### config.mk
export PLATFORM = sky130hd
export DESIGN_NAME = execute_unit
export DESIGN_NICKNAME = d
export VERILOG_FILES = /design/src/common/pipe_pkg.sv /design/src/verilog/execute_unit.sv
export VERILOG_INCLUDE_DIRS = /design/src /design/src/common
export SDC_FILE = /design/constraint.sdc
export NUM_CORES = 1
export LEC_CHECK = 0
export BUFFER_PORTS_ARGS = -buffer_cell sky130_fd_sc_hd__buf_2
export CORE_MARGIN = 4
export CORE_UTILIZATION = 41
export DETAILED_ROUTE_END_ITERATION = 7
export PLACE_DENSITY_LB_ADDON = 0.15
export SYNTH_ARGS = -nofsm -noshare
export SYNTH_HDL_FRONTEND = slang
export SYNTH_SLANG_ARGS = --single-unit
### constraint.sdc
create_clock -name vclk -period 3.4
set_input_delay 0.17 -clock vclk [all_inputs]
set_output_delay 0.17 -clock vclk [all_outputs]
set_load 0.01 [all_outputs]
### src/common/pipe_config.svh
`ifndef PIPE_CONFIG_SVH
`define PIPE_CONFIG_SVH

// Register and data memory word width
`define PIPE_DATA_W 16

// Architectural registers, so indices are 3 bits
`define PIPE_REGS 8

// Data memory words, addressed by the 8-bit immediate
`define PIPE_MEM_DEPTH 256

// Instruction tag width, tags wrap around
`define PIPE_TAG_W 8

// Per-stage stall counters, saturating at all ones
`define PIPE_STALL_W 4

`endif

### src/common/pipe_pkg.sv
`include "pipe_config.svh"

package pipe_pkg;

    typedef logic [`PIPE_DATA_W-1:0] data_t;
    typedef logic [$clog2(`PIPE_REGS)-1:0] reg_idx_t;
    typedef logic [7:0] imm_t;
    typedef logic [`PIPE_TAG_W-1:0] tag_t;
    typedef logic [`PIPE_STALL_W-1:0] stall_cnt_t;

    // Top three bits of the instruction word, code 7 is unused
    typedef enum logic [2:0] {
        NOP  = 3'd0,
        LI   = 3'd1,
        ADDI = 3'd2,
        ADD  = 3'd3,
        SUB  = 3'd4,
        LD   = 3'd5,
        ST   = 3'd6
    } opcode_t;

    // Operand source for the execute stage
    typedef enum logic [1:0] {
        FWD_NONE = 2'd0,
        FWD_MEM  = 2'd1,
        FWD_WB   = 2'd2
    } fwd_sel_t;

    // Decode to execute
    typedef struct packed {
        opcode_t    op;
        reg_idx_t   rd;
        reg_idx_t   rs;
        data_t      a_val;
        data_t      b_val;
        imm_t       imm;
        tag_t       tag;
        stall_cnt_t fetch_stalls;
        stall_cnt_t decode_stalls;
    } ex_payload_t;

    // Execute to memory, result holds the address for LD and ST
    typedef struct packed {
        opcode_t    op;
        logic       we;
        reg_idx_t   rd;
        data_t      result;
        data_t      store_data;
        tag_t       tag;
        stall_cnt_t fetch_stalls;
        stall_cnt_t decode_stalls;
    } mem_payload_t;

    // Memory to writeback
    typedef struct packed {
        logic       we;
        reg_idx_t   rd;
        data_t      value;
        tag_t       tag;
        stall_cnt_t fetch_stalls;
        stall_cnt_t decode_stalls;
    } wb_payload_t;

endpackage

### src/verilog/execute_unit.sv
module execute_unit (
    input  pipe_pkg::ex_payload_t  ex_payload,
    input  pipe_pkg::fwd_sel_t     fwd_a_sel,
    input  pipe_pkg::fwd_sel_t     fwd_b_sel,
    input  pipe_pkg::data_t        mem_fwd_value,
    input  pipe_pkg::data_t        wb_fwd_value,
    output pipe_pkg::mem_payload_t mem_payload
);

    pipe_pkg::data_t op_a;
    pipe_pkg::data_t op_b;
    pipe_pkg::data_t imm_zext;
    pipe_pkg::data_t imm_sext;

    // Operand a is rd, operand b is rs
    always_comb begin
        case (fwd_a_sel)
            pipe_pkg::FWD_MEM: op_a = mem_fwd_value;
            pipe_pkg::FWD_WB:  op_a = wb_fwd_value;
            default:           op_a = ex_payload.a_val;
        endcase
        case (fwd_b_sel)
            pipe_pkg::FWD_MEM: op_b = mem_fwd_value;
            pipe_pkg::FWD_WB:  op_b = wb_fwd_value;
            default:           op_b = ex_payload.b_val;
        endcase
    end

    assign imm_zext = pipe_pkg::data_t'(ex_payload.imm);
    assign imm_sext = pipe_pkg::data_t'(signed'(ex_payload.imm));

    always_comb begin
        mem_payload.op            = ex_payload.op;
        mem_payload.rd            = ex_payload.rd;
        mem_payload.store_data    = op_a;
        mem_payload.tag           = ex_payload.tag;
        mem_payload.fetch_stalls  = ex_payload.fetch_stalls;
        mem_payload.decode_stalls = ex_payload.decode_stalls;
        mem_payload.we            = 1'b1;
        // All arithmetic wraps at the word width
        case (ex_payload.op)
            pipe_pkg::LI:   mem_payload.result = imm_zext;
            pipe_pkg::ADDI: mem_payload.result = op_a + imm_sext;
            pipe_pkg::ADD:  mem_payload.result = op_a + op_b;
            pipe_pkg::SUB:  mem_payload.result = op_a - op_b;
            pipe_pkg::LD:   mem_payload.result = imm_zext;
            pipe_pkg::ST: begin
                mem_payload.result = imm_zext;
                mem_payload.we     = 1'b0;
            end
            default: begin
                mem_payload.result = '0;
                mem_payload.we     = 1'b0;
            end
        endcase
    end

endmodule

==> results of run 1 <==
[logic make-up after synthesis]
group | count (synthesis) | synth area share (%)
AOI/OAI and AO/OA | 137 | 36.94
xor gates and xnor gates | 23 | 8.215
adders and majority gates | 26 | 13.57
buffers and inverters | 57 | 14.13
muxes | 5 | 2.041
and+or+nand+nor | 123 | 25.10
[power by group through the flow]
| stage | sequential [uW] | combinational, uW | clock, uW |
|---|---|---|---|
| 6_report | 0 | 909 | 0 |
| 5_1_grt | 0 | 1000 | 0 |
| 4_1_cts | 0 | 866 | 0 |
| 3_5_place_dp | 0 | 828 | 0 |
| 3_3_place_gp | 0 | 815 | 0 |
| 2_1_floorplan | 0 | 515 | 0 |
[critical path, delay by kind of cell]
family	cells	cell delay, ns
multiplexers	1	0.14
XOR/XNOR	1	0.16
AO/OA/AOI/OAI	8	1.23
adder cells (fa/ha/maj)	3	0.81
buffers and inverters	2	0.25
AND/OR/NAND/NOR	3	0.50
[placed cells by master, fill, tap and decap left out, drive strengths merged]
cell,instances
a221oi,8
mux2i,5
nand2,45
xnor2,14
o21a,9
nor2b,8
ha,25
buf,184
a32o,2
a21boi,4
nand3b,2
a222oi,1
o31ai,1
a31oi,3
xor2,9
nor3b,1
nor4,1
nor2,29
nor3,11
o22a,3
or2,4
a221o,8
and4b,1
nand3,7
and3,2
fa,1
a21oi,18
o21ai,48
and2,2
a211oi,3
o22ai,3
nand2b,5
or3,3
a21o,7
nand4,2
a22oi,19
inv,16
[routing by layer]
metal  GRT usage [%]  up-vias
li1                -     1622
met1           28.93     1400
met2           38.21      108
met3           1.845       14
met4           2.590        0
met5               0        -
[metrics by stage]
| stage | setup WS [ns] | cells | setup TNS [ns] | util [%] |
|---|---|---|---|---|
| 6_report | -0.03137 | 586 | -0.06333 | 64.12 |
| 4_1_cts | -0.01431 | 585 | -0.01431 | 62.30 |
| 3_3_place_gp | -0.1698 | 582 | -0.7863 | 59.99 |
| 3_5_place_dp | -0.2684 | 582 | -1.519 | 59.99 |
| 5_1_grt | -0.2537 | 586 | -1.480 | 64.12 |
| 2_1_floorplan | -0.04118 | 371 | -0.06923 | - |
[Yosys cell counts (8+ instances only)]
cell type | instances | area, um2
nand2_1 | 45 | 168.9
o21ai_0 | 45 | 225.2
nor2_1 | 29 | 108.9
ha_1 | 25 | 312.8
buf_4 | 22 | 165.2
a22oi_1 | 19 | 142.6
a21oi_1 | 18 | 90.09
inv_1 | 15 | 56.30
xnor2_1 | 14 | 122.6
clkbuf_1 | 12 | 45.04
nor3_1 | 11 | 55.05
o21a_1 | 9 | 67.56
xor2_1 | 9 | 78.83
a221oi_1 | 8 | 70.07
nor2b_1 | 8 | 50.05
[layout make-up]
class / instances / area, um2
fill: 505 / 2024
tap: 72 / 90.09
multi-input combinational: 314 / 2321
timing repair buffer: 184 / 1141
inverter: 16 / 65.06
[worst paths after layout]
| kind | from | to | slack (ns) | cells after the start |
|---|---|---|---|---|
| setup / recovery | fwd_b_sel[1] | mem_payload[47] | -0.03 | 18 |
| hold / removal | ex_payload[10] | mem_payload[10] | 0.34 | 0 |
[what timing repair did]
| item | in CTS | in global routing |
|---|---|---|
| pin swaps | 23 | 19 |
| setup buffers | 3 | 1 |
| gates resized for setup | 31 | 27 |
| hold buffers | 0 | 0 |
| setup endpoints to repair | 10 | 10 |
==> results.md, run 1 <==
- Across the VDD grid, the largest voltage drop is 0.1114 mV.
- The worst path uses 100.9% of the clock period.
- The final reports fail on negative setup slack.
- Data on the critical path is required at its endpoint by 3.23 ns.
- The number of sequential storage elements is 0.
- The worst setup path is launched from an input pin.
- The gate count after technology mapping is 371.
- The switching part of the total power is 50.62%.
- Final hold analysis gives a worst-case slack of 0.3400 ns.
- Setup violations remaining at the end of the flow were counted as 3.
- After detailed routing, the met2 layer carries 4.082 mm of wire.
- Per report_power, the combinational group accounts for 100.0% of the total.
- The tightest min-delay check is of the input pin to output pin type.
- At the end of routability-driven placement, the weighted congestion stood at 0.8824.
- The first routing iteration left 139 violations.
- Data on the critical path arrives at its endpoint at 3.26 ns.
- The run finished, with violations left.
- The clock network is responsible for 0% of the overall power.
- In the finished layout, the clock tree contains a buffer count of 0.
- The core footprint is 0.005642 mm2.
- In the routed layout, each cell is associated on average with a via count of 5.365.
- Summing every instance area after synthesis gives 0.002452 mm2.
- For this design the total switching power over the nets is 460.4 uW.
- The worst path in the final design needs a cycle of 3.431 ns, including I/O delays and setup.
- The die is 85.34 um tall.
- When the netlist entered floorplanning its net count stood at 498.
- The overall power is 909.5 uW.
- The area of the die is 0.007283 mm2.
- The via count of the first global-routing pass is 3092.
- The critical path in this run is classified as input pin to output pin.
- The number of antenna violations at the first check in global routing came to 0.
- The most prevalent standard cell on the critical path is a21o_1.
- The pre-antenna-repair detailed-routing pass consisted of 4 iterations.
- The row count is 27.
- For this run, the top clock speed supported by timing is 0.2914 GHz.
- The endpoint class of the critical path is an output pin.
- Measured against its own limit, the worst slew margin works out to 45.78%.
- In the post-route analysis, the smallest setup slack over all paths is -0.03137 ns.
- Summed over all layers, the routed wires come to 8.479 mm.
- After the last flow step, the layout net total stands at 643.
- Walking the worst path, the cells encountered are buf_8 > ha_4 > a221o_1 > o21ai_2 > ha_2 > nand2_4 > nor2_4 > xor2_1 > a21oi_1 > ha_1 > a21o_1 > a21o_1 > a21o_1 > o21ai_2 > a21oi_2 > or3_1 > mux2i_2 > buf_2.
- The internal power of the cells totals 449.1 uW.
- The pin slew with the least headroom to its limit is 0.8103 ns.
- The average wire length per cell after detail routing is 14.47 um.
- The effective utilization at floorplan is 43.47%.
- The hold violation total from the final report is 0.
- The number of max-cap violations is 0.
- In the routed design, unresolved DRC markers number 0.
- The areal power density over the cells is 251.4 mW/mm2.
- Entering global routing, the biggest net connects 23 pins.
- In the final layout, the share of cells above drive strength 1 is 47.28%.
- The count of buffers inserted at the top-level ports is 115.
- The final instance area is 0.003617 mm2.
- The number of ports placed on the die boundary is 156.
- The portion of total power attributed to sequential cells is 0%.
- The global-route wire length before repair is 13.59 mm.
- The total vias in the final route is 3144.
- The synthesized area per cell is 6.610 um2.
- Setup repair after global routing could not meet its margin everywhere.
- The largest single stage delay on the critical path is 0.32 ns.
- The number of slew-limit violations in the final report is 0.
- In the global route stage, overall resource usage came out at 21.55%.
- The wire length on met3 is 520 um.
- For this run, the register share of the synthesized area comes to 0%.
- The met1 wire length is 3.782 mm.
- The synthesis warning total is 0.
- For this design, the slowest cell found on the critical path is or3_1.
- The count of nets left with antenna violations once routing finished came out at 0.
- The layout overhead on the synthesized area is 47.50%.
- The post-detailed-placement half-perimeter wirelength is 7.089 mm.
- The leakage power summed over all cells is 0.001793 uW.
- The die width is 85.34 um.
- The maximum fanout encountered on the critical timing path is 8.
- The number of unique standard cell types used by synthesis is 48.
- The placed instances occupy a cell area of 0.003385 mm2.
- The uppermost layer routed is met4.
- The number of antenna diodes is 0.
- The sequential cells in the finished layout cover a total of 0 um2.
- The aggregate global routing overflow is 0.
Power figures use the tool's default switching activity.
==> inputs of run 2 (changes only) <==
--- a/config.mk
+++ b/config.mk
@@ -6,10 +6,13 @@
 export SDC_FILE = /design/constraint.sdc
 export NUM_CORES = 1
 export LEC_CHECK = 0
-export BUFFER_PORTS_ARGS = -buffer_cell sky130_fd_sc_hd__buf_2
+export CAP_MARGIN = 20
+export CELL_PAD_IN_SITES_DETAIL_PLACEMENT = 1
+export CELL_PAD_IN_SITES_GLOBAL_PLACEMENT = 2
 export CORE_MARGIN = 4
-export CORE_UTILIZATION = 41
+export CORE_UTILIZATION = 30
 export DETAILED_ROUTE_END_ITERATION = 7
+export DONT_BUFFER_PORTS = 1
 export PLACE_DENSITY_LB_ADDON = 0.15
 export SYNTH_ARGS = -nofsm -noshare
 export SYNTH_HDL_FRONTEND = slang
==> results.md, run 2 (same netlist as run 1, synthesis figures left out) <==
- The aggregate global routing overflow was 0 (unchanged).
- The layout clock buffer count is 0 (unchanged).
- The achievable frequency is 0.2877 GHz (-1.3%).
- The run finished, with violations left.
- The post-detailed-placement half-perimeter wirelength is 8.203 mm (+16%).
- The average wire length per cell after detail routing came to 18.56 um (+28%).
- The number of slew-limit violations in the final report is 0 (unchanged).
- The count of unresolved DRC violations after routing is 0 (unchanged).
- The number of sequential storage elements is 0 (unchanged).
- The count of filler cells inserted in the layout was 1026 (+100%).
- In the layout the commonest cells are buf_4, nand2_1, o21ai_0, nor2_1, ha_1.
- The net count reported at finish is 551 (-14%).
- The leakage power summed over all cells came to 0.001439 uW (-20%).
- The minimum setup slack in the final design is -0.07594 ns (-0.04456 ns).
- The areal power density over the cells is 275.9 mW/mm2 (+9.7%).
- The die width was 98.41 um (+15%).
- Setup repair after global routing could not meet its margin everywhere.
- The headroom to the max-slew limit came to 38.91% (-6.9 points).
- The area of the die is 0.009685 mm2 (+33%).
- STA classifies the critical path endpoint as an output pin.
- The effective utilization at floorplan is 31.25% (-12 points).
- The kind of start point of the critical path is an input pin.
- The number of max-cap violations is 0 (unchanged).
- The portion of the clock cycle consumed by the worst path in the final layout is 102.2% (+1.3 points).
- The weighted congestion reported at the end of routability-driven placement is 0.8260 (-6.4%).
- The number of antenna violations at the first check in global routing was 0 (unchanged).
- The vertical extent of the die is 98.41 um (+15%).
- The arrival time of the worst setup path is 3.31 ns (+0.05 ns).
- The global routing usage summed across all routing layers is 18.20% (-3.3 points).
- The via count of the first global-routing pass is 3043 (-1.6%).
- The count of buffers inserted at the top-level ports came to 0 (-100%).
- The number of ports placed on the die boundary is 156 (unchanged).
- The critical path class is input pin to output pin.
- The pin count of the biggest net entering global routing is 30 (+30%).
- The area of all sequential standard cells is 0 um2 (unchanged).
- The hold buffer count at cts is 0 (unchanged).
- The post-route worst hold slack is 0.3400 ns (unchanged).
- The final routed wirelength across all metal layers was 9.728 mm (+15%).
- The final reports fail on negative setup slack.
- The core footprint is 0.007848 mm2 (+39%).
- The number of cells in the design after placement is 517 (-11%).
- The required time of the worst setup path is 3.23 ns (about the same).
- The number of nets with antenna violations after detailed routing came to 0 (unchanged).
- The final number of setup-violating endpoints is 1 (-2).
- The global-route wire length before repair is 15.20 mm (+12%).
- The number of antenna diodes is 0 (unchanged).
- The share of post-route cells with drive strength above 1 is 35.31% (-12 points).
- The number of optimization iterations in the first detailed-route pass is 4 (unchanged).
- The total vias in the final route came to 2871 (-8.7%).
- The worst supply voltage drop on vdd came to 0.1032 mV (-7.3%).
- The hold violation total from the final report came to 0 (unchanged).
- The layout overhead on the synthesized area is 31.73%.
- The final period demand of the worst path is 3.476 ns (+0.04456 ns).
- The maximum fanout encountered on the critical timing path is 6 (-2).
- In this run the worst hold path is classified as input pin to output pin.
- The overall power is 891.2 uW (-2.0%).
- The pin slew with the least headroom to its limit was 0.9129 ns (+0.1027 ns).
- The final standard cell count with taps included and fillers excluded is 524 (-11%).
- The row count is 32 (+19%).
- The total negative slack came to -0.07594 ns (-0.01261 ns).
- The initial detailed-routing violation count is 109 (-22%).
- The most common library cell in the layout ignoring fill and taps is buf_4.
- The via density per instance was 5.479 (+2.1%).
## run 2: changes by cell type in the layout (fill, tap and decap cells not counted), sizes merged
cell  delta
buf     -92
## run 2: path summary, 6_finish.rpt
path / cells past startpoint / to / slack [ns] / from
setup / recovery: 19 / mem_payload[47] / -0.08 / fwd_b_sel[0]
hold / removal: 0 / mem_payload[3] / 0.34 / ex_payload[3]
## run 2: per-layer routing
metal	routed length (um)	global-route usage, %
met2	4473	30.63
met5	0	0
met1	4664	25.99
met4	72	1.681
met3	517	1.982
## run 2: report_power, final
part           switching, uW  internal [uW]  total [uW]  leakage [uW]
Combinational            458            433         891       0.00144
Clock                      0              0           0             0
Sequential                 0              0           0             0
## run 2: final cells by class
type | instances | area (um2) | area share [%]
repair buffers | 92 | 694.4 | 21.49
multi-input cells | 314 | 2338 | 72.39
inverters | 16 | 70.07 | 2.169
well taps | 102 | 127.6 | 3.950
## run 2: critical path: stages
cell	delay, ns
inv_8	0.01
ha_4	0.30
buf_6	0.14
inv_4	0.05
o21ai_2	0.13
ha_2	0.22
nand2_4	0.06
nor2_4	0.12
buf_4	0.12
xor2_1	0.16
a21oi_1	0.09
ha_1	0.32
a21o_1	0.20
a21o_1	0.16
a21o_1	0.20
o21ai_4	0.19
a21oi_2	0.09
or3_4	0.34
mux2i_4	0.21
## run 2: repair_timing
action                                 in CTS  in global routing
gates resized for setup                    16                 39
setup buffers                               2                  6
endpoints found under the hold margin       0                  0
pin swaps                                   9                 25
setup endpoints to repair                   8                 10
## run 2: stage by stage
stage          worst slack (ns)  instance area (um2)  util (%)
2_1_floorplan          -0.04118                 2505         -
6_report               -0.07594                 3231     41.17
3_3_place_gp            -0.1563                 2984     38.03
4_1_cts                0.003138                 3045     38.81
5_1_grt                 -0.2823                 3231     41.17
3_5_place_dp            -0.1918                 2984     38.03
==> inputs of run 3 (changes only) <==
--- a/config.mk
+++ b/config.mk
@@ -6,11 +6,12 @@
 export SDC_FILE = /design/constraint.sdc
 export NUM_CORES = 1
 export LEC_CHECK = 0
+export ABC_AREA = 1
 export CAP_MARGIN = 20
 export CELL_PAD_IN_SITES_DETAIL_PLACEMENT = 1
 export CELL_PAD_IN_SITES_GLOBAL_PLACEMENT = 2
 export CORE_MARGIN = 4
-export CORE_UTILIZATION = 30
+export CORE_UTILIZATION = 28
 export DETAILED_ROUTE_END_ITERATION = 7
 export DONT_BUFFER_PORTS = 1
 export PLACE_DENSITY_LB_ADDON = 0.15
==> results.md, run 3 <==
- The run finished with clean final reports.
- The number of antenna violations at the first check in global routing is 0 (unchanged).
- The vertical extent of the die came to 103.3 um (+4.9%).
- The achievable frequency is 0.3040 GHz (+5.7%).
- The top cell type's share of synthesized area is 14.62% (+1.9 points).
- The layout clock buffer count is 0 (unchanged).
- The worst-path cell with the longest stage delay is ha_1.
- After synthesis, the cell types taking the most area are nand2_1, ha_1, inv_1, o21ai_0, buf_4.
- Walking the worst path, the cells encountered are inv_2 > ha_4 > inv_6 > buf_6 > or2_4 > nand2_4 > nand3_4 > nor2_4 > nand2_2 > nor2_4 > buf_4 > buf_4 > nand3_2 > a21oi_1 > o21ai_1 > ha_1 > a21o_1 > nand3_2 > nand3_2 > nand3_2 > nand2_1 > nor2_1 > buf_4.
- The top cell types in the final layout, fill and taps aside, are nand2_1, buf_4, inv_1, nor2_1, o21ai_0.
- The number of sequential storage elements is 0 (unchanged).
- The row count is 34 (+6.3%).
- The number of slew-limit violations in the final report is 0 (unchanged).
- The number of optimization iterations in the first detailed-route pass is 4 (unchanged).
- The worst supply voltage drop on vdd is 0.09571 mV (-7.3%).
- The number of nets with antenna violations after detailed routing was 0 (unchanged).
- The count of unresolved DRC violations after routing is 0 (unchanged).
- The number of unique standard cell types used by synthesis is 43 (-10%).
- The final instance area came to 0.003498 mm2 (+8.3%).
- The global routing usage summed across all routing layers came to 17.22% (-0.99 points).
- The aggregate global routing overflow is 0 (unchanged).
- The synthesized design spends more area on one cell type than any other, namely nand2_1.
- The average wire length per cell after detail routing is 16.63 um (-10%).
- The net count reported at finish is 633 (+15%).
- The largest incremental delay on the critical path is 0.37 ns (+0.03 ns).
- The area of all sequential standard cells is 0 um2 (unchanged).
- The global-route wire length before repair is 14.98 mm (-1.5%).
- The number of nets produced by synthesis is 582 (+17%).
- The portion of the clock cycle consumed by the worst path in the final layout is 96.74% (-5.5 points).
- The leakage power summed over all cells was 0.001633 uW (+13%).
- The core footprint is 0.008763 mm2 (+12%).
- The die width is 103.3 um (+4.9%).
- The synthesized area per cell is 5.585 um2 (-16%).
- The kind of start point of the critical path is an input pin.
- The count of buffers inserted at the top-level ports came to 0 (unchanged).
- The final number of setup-violating endpoints is 0 (-1).
- The number of max-cap violations is 0 (unchanged).
- The arrival time of the worst setup path is 3.12 ns (-0.19 ns).
- The via density per instance came to 5.268 (-3.9%).
- The share of post-route cells with drive strength above 1 came to 33.53% (-1.8 points).
- The most prevalent standard cell on the critical path is nand3_2.
- The hold buffer count at cts is 0 (unchanged).
- The hold violation total from the final report is 0 (unchanged).
- The register area share after synthesis is 0% (unchanged).
- The weighted congestion reported at the end of routability-driven placement was 0.8965 (+8.5%).
- The final routed wirelength across all metal layers is 10.18 mm (+4.6%).
- The final period demand of the worst path came to 3.289 ns (-0.1867 ns).
- The area of the die is 0.01066 mm2 (+10%).
- The initial detailed-routing violation count is 35 (-68%).
- The worst hold path belongs to the class input pin to output pin.
- The number of ports placed on the die boundary is 156 (unchanged).
- The maximum fanout encountered on the critical timing path was 7 (+1).
- The most common library cell in the layout ignoring fill and taps is nand2_1.
- Among all cell types in the netlist, the one instantiated most often is nand2_1.
- The total vias in the final route came to 3224 (+12%).
- The worst setup path is captured at an output pin.
- The headroom to the max-slew limit came to 71.71% (+33 points).
- The worst setup path is of the input pin to output pin kind.
- The areal power density over the cells is 294.0 mW/mm2 (+6.6%).
- The number of antenna diodes came to 0 (unchanged).
- The pin slew with the least headroom to its limit is 0.4199 ns (-0.4930 ns).
- The post-route worst hold slack is 0.3400 ns (unchanged).
- The required time of the worst setup path is 3.23 ns (about the same).
- The synthesis warning total came to 0 (unchanged).
- The synthesized area is 0.002541 mm2 (+3.6%).
- The via count of the first global-routing pass is 3242 (+6.5%).
- The pin count of the biggest net entering global routing is 17 (-43%).
- The gate count after technology mapping is 455 (+23%).
- Relative to the synthesized area, the layout overhead comes to 37.67%.
- The total negative slack is 0 ns (+0.07594 ns).
- The post-detailed-placement half-perimeter wirelength was 8.463 mm (+3.2%).
- The effective utilization at floorplan is 29.00% (-2.3 points).
- The area after detailed placement came to 0.002990 mm2 (+0.21%).
- The commonest cells after synthesis are nand2_1, inv_1, nor2_1.
[run 3: area by class of cell]
| cell class | count | area (um2) |
|---|---|---|
| repair buffers | 87 | 691.9 |
| inverters | 57 | 221.5 |
| fillers | 1155 | 5265 |
| well taps | 108 | 135.1 |
| multi-input cells | 360 | 2450 |
[run 3: what timing repair did]
action / CTS / global route
pin swaps: 0 / 53
buffers inserted: 1 / 12
setup endpoints to repair: 6 / 8
resized for setup: 5 / 93
gates cloned: 0 / 0
[run 3: per-layer routing]
metal  vias to the layer above  GRT usage (%)  wire (um)
li1                       1606              -          -
met1                      1529          20.28       3983
met2                        83          34.53       5646
met3                         6          1.878        490
met4                         0         0.9960         56
met5                         -              0          0
[run 3: critical path, delay by kind of cell]
family	cells	cell delay, ns
simple gates	12	1.27
fa+ha+maj	2	0.64
buf+inv	6	0.51
compound gates	3	0.51
[run 3: stage by stage]
| stage | instances | worst slack (ns) | power [uW] | utilization, % |
|---|---|---|---|---|
| floorplan | 455 | 0.1846 | 533.8 | - |
| global placement | 600 | -0.02940 | 813.6 | 34.12 |
| detailed placement | 600 | -0.1123 | 829.3 | 34.12 |
| CTS | 601 | 0.008533 | 845.9 | 34.42 |
| global route | 612 | -0.07562 | 1137 | 39.92 |
| finish | 612 | 0.1107 | 1029 | 39.92 |
[run 3: where the power goes]
part           switching [uW]  internal, uW
Combinational             560           469
Clock                       0             0
Sequential                  0             0
[run 3: logic make-up after synthesis]
kind of cell / count (synthesis) / synth area share, %
compound gates: 114 / 26.93
fa+ha+maj: 26 / 13.10
buf+inv: 95 / 18.71
xor+xnor: 6 / 2.068
simple gates: 214 / 39.19
[run 3: path summary, 6_finish.rpt]
kind / to / slack [ns] / from / cells after the start
max: mem_payload[47] / 0.11 / fwd_b_sel[0] / 23
min: mem_payload[8] / 0.34 / ex_payload[8] / 0
